File: src/rtl/mmu_pkg.sv
// MMU shared definitions
// Widths, entry types, modifier-select codes and dirtying bus opcodes
package mmu_pkg;

    //--------------------------------------------------
    // Address geometry
    //--------------------------------------------------
    localparam int PAGE_BITS   = 10;                // Page or frame number
    localparam int OFFSET_BITS = 10;                // Offset inside a page
    localparam int NUM_PAGES   = 1 << PAGE_BITS;    // Map and flag depth

    typedef logic [31:0]                      vaddr_t;      // Effective address word
    typedef logic [PAGE_BITS+OFFSET_BITS-1:0] paddr_t;      // Physical address
    typedef logic [PAGE_BITS-1:0]             page_t;       // Page or frame number
    typedef logic [PAGE_BITS+OFFSET_BITS-1:0] map_entry_t;  // Frame sits in 19..10

    //--------------------------------------------------
    // Modifier memory
    //--------------------------------------------------
    localparam int MOD_GROUP_BITS = 5;              // Group number width
    localparam int MOD_INDEX_BITS = 5;              // Modifier number width
    localparam int MOD_PRIV_BASE  = 16;             // M16..M31 need privilege

    typedef logic [31:0] mod_word_t;                // Modifier register value

    // Sources of the modifier number
    localparam logic [1:0] MNSA_UREG  = 2'd0;       // Effective address 4..0
    localparam logic [1:0] MNSA_INSTR = 2'd1;       // Instruction modifier field
    localparam logic [1:0] MNSA_NONE  = 2'd2;       // Always M0
    localparam logic [1:0] MNSA_FIELD = 2'd3;       // Inverted microcode field

    //--------------------------------------------------
    // Bus opcodes
    //--------------------------------------------------
    typedef logic [3:0] bus_opc_t;

    // Requests that modify the page, so they mark it dirty
    localparam bus_opc_t OPC_CCWR  = 4'd2;          // Instruction cache write
    localparam bus_opc_t OPC_DCWR  = 4'd4;          // Operand cache write
    localparam bus_opc_t OPC_DWR   = 4'd10;         // Result write
    localparam bus_opc_t OPC_RDMWR = 4'd11;         // Read-modify-write
    localparam bus_opc_t OPC_BTRWR = 4'd12;         // Block transfer write

endpackage

File: src/rtl/reprio_fill.sv
`timescale 1ns/1ps
// Reprioritize bits
// One bit per page, written singly or swept to ones by the fill
// sequencer from the start index up to the last page
module reprio_fill (
    input  logic           clk,
    input  logic           reset,
    input  mmu_pkg::page_t i_pg_index,      // Current page index
    input  logic           i_fill_start,    // Start a fill at the index
    input  logic           i_reprio_we,     // Single bit write
    input  logic           i_reprio_bit,
    output logic           o_reprio,        // Bit at current index
    output logic           o_fill_busy
);
    import mmu_pkg::*;

    logic [NUM_PAGES-1:0] pg_reprio;        // Reprioritize request bits
    page_t                fill_cnt;         // Next entry to set
    logic                 fill_busy;
    logic                 fill_last;        // Writing the last page

    assign fill_last = (fill_cnt == page_t'(NUM_PAGES - 1));

    //--------------------------------------------------
    // Fill control
    //--------------------------------------------------
    always_ff @(posedge clk) begin
        if (reset) begin
            fill_busy <= 1'b0;
        end else if (fill_busy) begin
            if (fill_last) begin
                fill_busy <= 1'b0;          // Stop after entry 1023
            end
        end else if (i_fill_start) begin
            fill_busy <= 1'b1;
        end
    end

    always_ff @(posedge clk) begin
        if (fill_busy) begin
            fill_cnt <= fill_cnt + 1'b1;
        end else if (i_fill_start) begin
            fill_cnt <= i_pg_index;         // Sweep begins here
        end
    end

    //--------------------------------------------------
    // Bit array
    //--------------------------------------------------
    always_ff @(posedge clk) begin
        if (fill_busy) begin
            pg_reprio[fill_cnt] <= 1'b1;    // Single writes locked out
        end else if (i_reprio_we) begin
            pg_reprio[i_pg_index] <= i_reprio_bit;
        end
    end

    assign o_reprio    = pg_reprio[i_pg_index];
    assign o_fill_busy = fill_busy;

endmodule

File: config.mk
export PLATFORM = sky130hd
export DESIGN_NAME = reprio_fill
export DESIGN_NICKNAME = d
export VERILOG_FILES = /design/src/rtl/mmu_pkg.sv /design/src/rtl/reprio_fill.sv
export SDC_FILE = /design/constraint.sdc
export NUM_CORES = 2
export LEC_CHECK = 0
export BUFFER_PORTS_ARGS = -buffer_cell sky130_fd_sc_hd__buf_2
export CAP_MARGIN = 20
export CORE_MARGIN = 3
export CORE_UTILIZATION = 30
export CTS_BUF_LIST = sky130_fd_sc_hd__clkbuf_16
export CTS_CLUSTER_DIAMETER = 30
export DETAILED_ROUTE_END_ITERATION = 10
export PLACE_DENSITY_LB_ADDON = 0.1
export REMOVE_ABC_BUFFERS = 1
export SLEW_MARGIN = 20
export SYNTH_ARGS = -nofsm -noshare
export SYNTH_HDL_FRONTEND = slang
export SYNTH_SLANG_ARGS = --single-unit
File: constraint.sdc
create_clock -name clk -period 2.75 [get_ports clk]
set_input_delay 0.1375 -clock clk [delete_from_list [all_inputs] [get_ports clk]]
set_output_delay 0.1375 -clock clk [all_outputs]
set_load 0.05 [all_outputs]
-- Word-level counts from Yosys, hierarchy flattened
Index checks and enable logic that the tools add are counted.
- input bits: 15
- output and inout bits: 2
- bits in registers: 1035
- logic and storage cells: 28
- reduce and logical (&&, ||, !) cells: 4
- muxes and demuxes: 14
- equal/unequal tests: 1
- $add $sub $neg: 1
- bitwise operators: 1
- $lt $le $gt $ge: 4
- operators by type and width (cell ; count):
    $mux 1024 ; 2
    $bwmux 1024 ; 1
    $or 1024x1024->1024 ; 1
    $lt 10x11->1 const B ; 2
    $demux 1 s10 ; 2
    $ge 10x1->1 const B ; 2
    $mux 10 ; 2
    $add 10x1->10 const B ; 1
    $bmux 1 s10 ; 1
    $eq 10x10->1 const B ; 1
    $mux 1 ; 6
    $reduce_bool 2->1 ; 2
    $logic_and 1x1->1 ; 2

-- Logic depth before layout (Yosys ltp)
- word-level depth: 7
- gate-level depth with buffers: 12
- depth with buffers taken out: 8

-- Worst setup path before layout
No wires, ideal clock.
- path kind: in2out
- start: input port i_pg_index[2]
- end: output port o_reprio
- required time: 2612 ps
- stages on the path: 11
- path slack: 6 ps
- path buffers: 3
- arrival time: 2606 ps
- cell sequence: buf_4 or4b_1 clkbuf_1 buf_2 o22ai_1 nor4_1 o2111ai_1 nor3_1 o41ai_1 nand4_1 o21ai_1
- cells in the longest elaborated chain, start to end: 2
- RTL lines (item ; RTL line ; text):
    start: declaration ; reprio_fill.sv:8 ; input mmu_pkg::page_t i_pg_index,
    $bmux 1 s10 ; reprio_fill.sv:58 ; assign o_reprio = pg_reprio[i_pg_index];
    $mux 1 (implied by the code) ; reprio_fill.sv:58 ;
    end: declaration ; reprio_fill.sv:12 ; output logic o_reprio,
No other way between the ends. The select of a mux whose other input is x is not followed.

-- Worst setup path after layout
- start: register pg_reprio[323]
- end: output port o_reprio
- cells in the longest elaborated chain, start to end: 2
- RTL lines (item ; RTL line ; text):
    start: declaration ; reprio_fill.sv:17 ; logic [NUM_PAGES-1:0] pg_reprio;
    start signal: indexed assignment ; reprio_fill.sv:54 ; pg_reprio[i_pg_index] <= i_reprio_bit;
    $bmux 1 s10 ; reprio_fill.sv:58 ;
    $mux 1 (implied by the code) ; reprio_fill.sv:58 ;
No other way between the ends. The select of a mux whose other input is x is not followed.

==> impl_metrics.py <==
metrics = {
    "timing": {
        "hold_viol_final": 0,
        "rsz0062_at_grt": "yes",
        "relSlewSlack_pct": 19.2,
        "fin_ws_ns": -1.11,
        "slew_viol_final": 0,
        "max_freq_mhz": 259,
        "final.min_clock_period_ns": 3.86,
        "skew_ns": 0.0640,
        "holdWs_ns": 0.0562,
        "setup_tns_ns": -1.16,
        "finalSetupViolations": 2,
        "tightest_slew_ns": 1.21,
        "final.period_utilization_pct": 140,
    },
    "logic_synthesis": {
        "netlist.area_leader.share_pct": 47.1,
        "avgSynthCellArea_sq_um": 9.05,
        "synth-edff-count": 1034,
        "synth_flop_cell": "edfxtp_1",
        "synth_warnings": 0,
        "synth_area_leaders": "edfxtp_1, o21ai_0, o21bai_1",
        "ys_seq_area_share_pct": 47.1,
        "synth.distinct_cells": 48,
        "synth_top_area_cell": "edfxtp_1",
        "synthTopCellsByCount": "o21ai_0, nor2_1, edfxtp_1, o21bai_1, clkbuf_1",
        "syn_area_sq_mm": 0.0660,
        "synth_most_common_cell": "o21ai_0",
        "ys_ff_latch": 1035,
        "syn_inst": 7290,
        "postSynth.asyncResetShare_pct": 0,
    },
    "route": {
        "antenna_left": 0,
        "via_count": 67200,
        "drc": 0,
        "drt_first_pass_iters": 7,
        "wire_per_inst_um": 36.2,
        "drt-total-wl_um": 384000,
        "viasPerCell": 6.33,
        "drtIter0Drc": 11500,
    },
    "placement": {
        "portBuffers": 16,
        "place_congestion": 0.943,
        "dp_hpwl_um": 230000,
        "pre_cts_ws_ns": -1.18,
        "dpl_cell_area_sq_mm": 0.0748,
    },
    "die": {
        "rows": 171,
        "core_area_sq_mm": 0.218,
        "dieArea_sq_mm": 0.226,
        "die_height_um": 475,
        "die_w_um": 475,
        "boundaryPins": 17,
        "start_util_pct": 30.3,
    },
    "clocking": {
        "clock_path_buffers": 4,
        "clkTransAtPathRegs_ns": 0.04,
        "cts_root_buf": "clkbuf_16",
        "htreeDepth": 5,
        "numCtsBuffers": 378,
        "clock_latency_ns": 0.97,
        "cts_tree": "done",
        "numClockSinks": 1035,
        "post_cts_buffers": 0,
    },
    "critical_path": {
        "critical_path_arrival_ns": 3.72,
        "r2r_start": "fill_cnt[7]$_DFFE_PP_",
        "cp-end-kind": "primary output",
        "startpoint": "pg_reprio[323]$_DFFE_PP_",
        "cpPeakStageDelay_ns": 0.57,
        "rr_worst_depth": 6,
        "slowest_stage": "mux4_2",
        "worstPathCellList": "mux4_2, a211oi_1, o211ai_1, a21oi_2, o221ai_2, a2111oi_4, buf_4, o21ai_4, buf_12",
        "crit_family": "compound AO/OA/AOI/OAI gates",
        "required_ns": 2.61,
        "critPathKind": "reg -> out",
        "critPathLaunchType": "flop",
        "critPathMaxFanout": 2,
        "crit_buf_inv": 2,
        "cp.depth": 9,
    },
    "run_status": {
        "outcome": "finished, violations left",
        "violations": "setup timing",
    },
    "worst_hold_path": {
        "hold_depth": 5,
        "hp-class": "in -> reg",
        "hp-start": "i_pg_index[5]",
    },
    "power": {
        "peakVddDrop_mv": 0.732,
        "finalPower_mw": 63.0,
        "pwr_density_cell_mw_per_mm2": 729,
        "leakage_nw": 29.3,
    },
    "grt": {
        "grt_max_degree": 243,
        "track_usage_pct": 32.8,
        "grt_pass1_vias": 62100,
        "grt_pass1_wl_um": 522000,
        "overflow": 0,
        "grt_antenna_before_repair": 42,
    },
    "job": {
        "max_cap_viol_count": 0,
    },
    "final_layout": {
        "drive_above_1_share_pct": 18.1,
        "fin_area_sq_mm": 0.0864,
        "fill_cells": 21400,
        "multi_input_area_sq_mm": 0.0322,
        "layout.nets": 7471,
        "syn_to_final_growth_pct": 31.0,
        "register_area_sq_mm": 0.0311,
    },
}
==> through the flow <==
| step | instances | utilization (%) |
|---|---|---|
| CTS | 10600 | 39.6 |
| finish | 10600 | 39.7 |
| floorplan | 6313 | - |
| detailed placement | 9916 | 34.3 |
| global route | 10600 | 39.6 |
| global placement | 9916 | 34.3 |
==> flip-flops by register name (all words and copies together), names as in the netlist <==
name	count
o_fill_busy	1
fill_cnt	10
pg_reprio	1024
==> what timing repair did <==
action | in CTS | in global routing
pin swaps | 4 | 11
cloned | 1 | 1
setup endpoints to repair | 2 | 39
hold buffers | 9 | 0
hold endpoints to repair | 16 | 0
resized for setup | 12 | 32
==> worst min-delay path: stages <==
cell and delay (ns):
buf_2 0.20, buf_12 0.20, buf_4 0.15, nor2_1 0.09, a21oi_1 0.05
==> cells in the final DEF (no fill, tap or decap), types with 7 or more instances in the layout <==
| cell | synthesis | final |
|---|---|---|
| and2_1 | 8 | 8 |
| mux2i_1 | 449 | 439 |
| bufinv_16 | 0 | 13 |
| nor2b_2 | 0 | 7 |
| o22ai_1 | 187 | 186 |
| nor2b_1 | 23 | 15 |
| buf_12 | 0 | 206 |
| a21oi_1 | 12 | 11 |
| nor4_1 | 34 | 29 |
| o21ai_0 | 2058 | 2058 |
| nor2_1 | 1103 | 1101 |
| dlygate4sd3_1 | 0 | 9 |
| diode_2 | 0 | 22 |
| o2111ai_1 | 14 | 14 |
| nor3_1 | 26 | 23 |
| mux2i_2 | 0 | 7 |
| o211ai_1 | 7 | 7 |
| edfxtp_1 | 1034 | 1034 |
| nand2_1 | 106 | 62 |
| inv_1 | 4 | 86 |
| a22oi_1 | 7 | 7 |
| buf_2 | 58 | 13 |
| nand3_4 | 0 | 44 |
| buf_4 | 28 | 527 |
| clkinv_1 | 0 | 118 |
| nand4_1 | 16 | 16 |
| o21bai_1 | 1024 | 1024 |
| nand3_1 | 98 | 54 |
| a211oi_1 | 10 | 7 |
| mux4_2 | 32 | 32 |
| clkinv_2 | 0 | 62 |
| nand2_4 | 0 | 38 |
| clkbuf_16 | 0 | 385 |
==> worst paths after layout <==
check                             endpoint  slack (ns)
setup reg to reg    o_fill_busy$_SDFF_PP0_       -0.05
setup / recovery                  o_reprio       -1.11
hold / removal       fill_cnt[5]$_DFFE_PP_        0.06
hold reg to reg   pg_reprio[660]$_DFFE_PP_        0.58
==> where the power goes <==
part / leakage, nW / total (mW) / switching, mW / internal, mW
Combinational: 13.3 / 6.50 / 4.15 / 2.36
Sequential: 10.2 / 19.2 / 0.577 / 18.6
Clock: 5.82 / 37.3 / 11.6 / 25.7
==> layer usage <==
layer	global-route usage [%]	vias up	routed length [um]
met5	0	-	0
met4	17.7	0	23100
met3	6.63	995	39300
met2	49.4	4799	168000
met1	44.2	34100	154000
li1	-	27300	-
==> logic make-up after synthesis <==
group / synth area share [%]
fa+ha+maj: 0.0759
mux: 7.92
simple gates: 9.00
xor+xnor: 0.0929
compound gates: 29.9
buf+inv: 5.96
flops: 47.1
==> final cells by class <==
class,count,area share [%]
Clock inverter,283,1.79
Multi-Input combinational cell,5274,37.3
Antenna cell,22,0.0637
Timing Repair Buffer,759,9.65
Clock buffer,384,11.1
Tap cell,2854,4.13
Sequential cell,1035,36.0
Inverter,4,0.0174
Power figures use the tool's default switching activity.
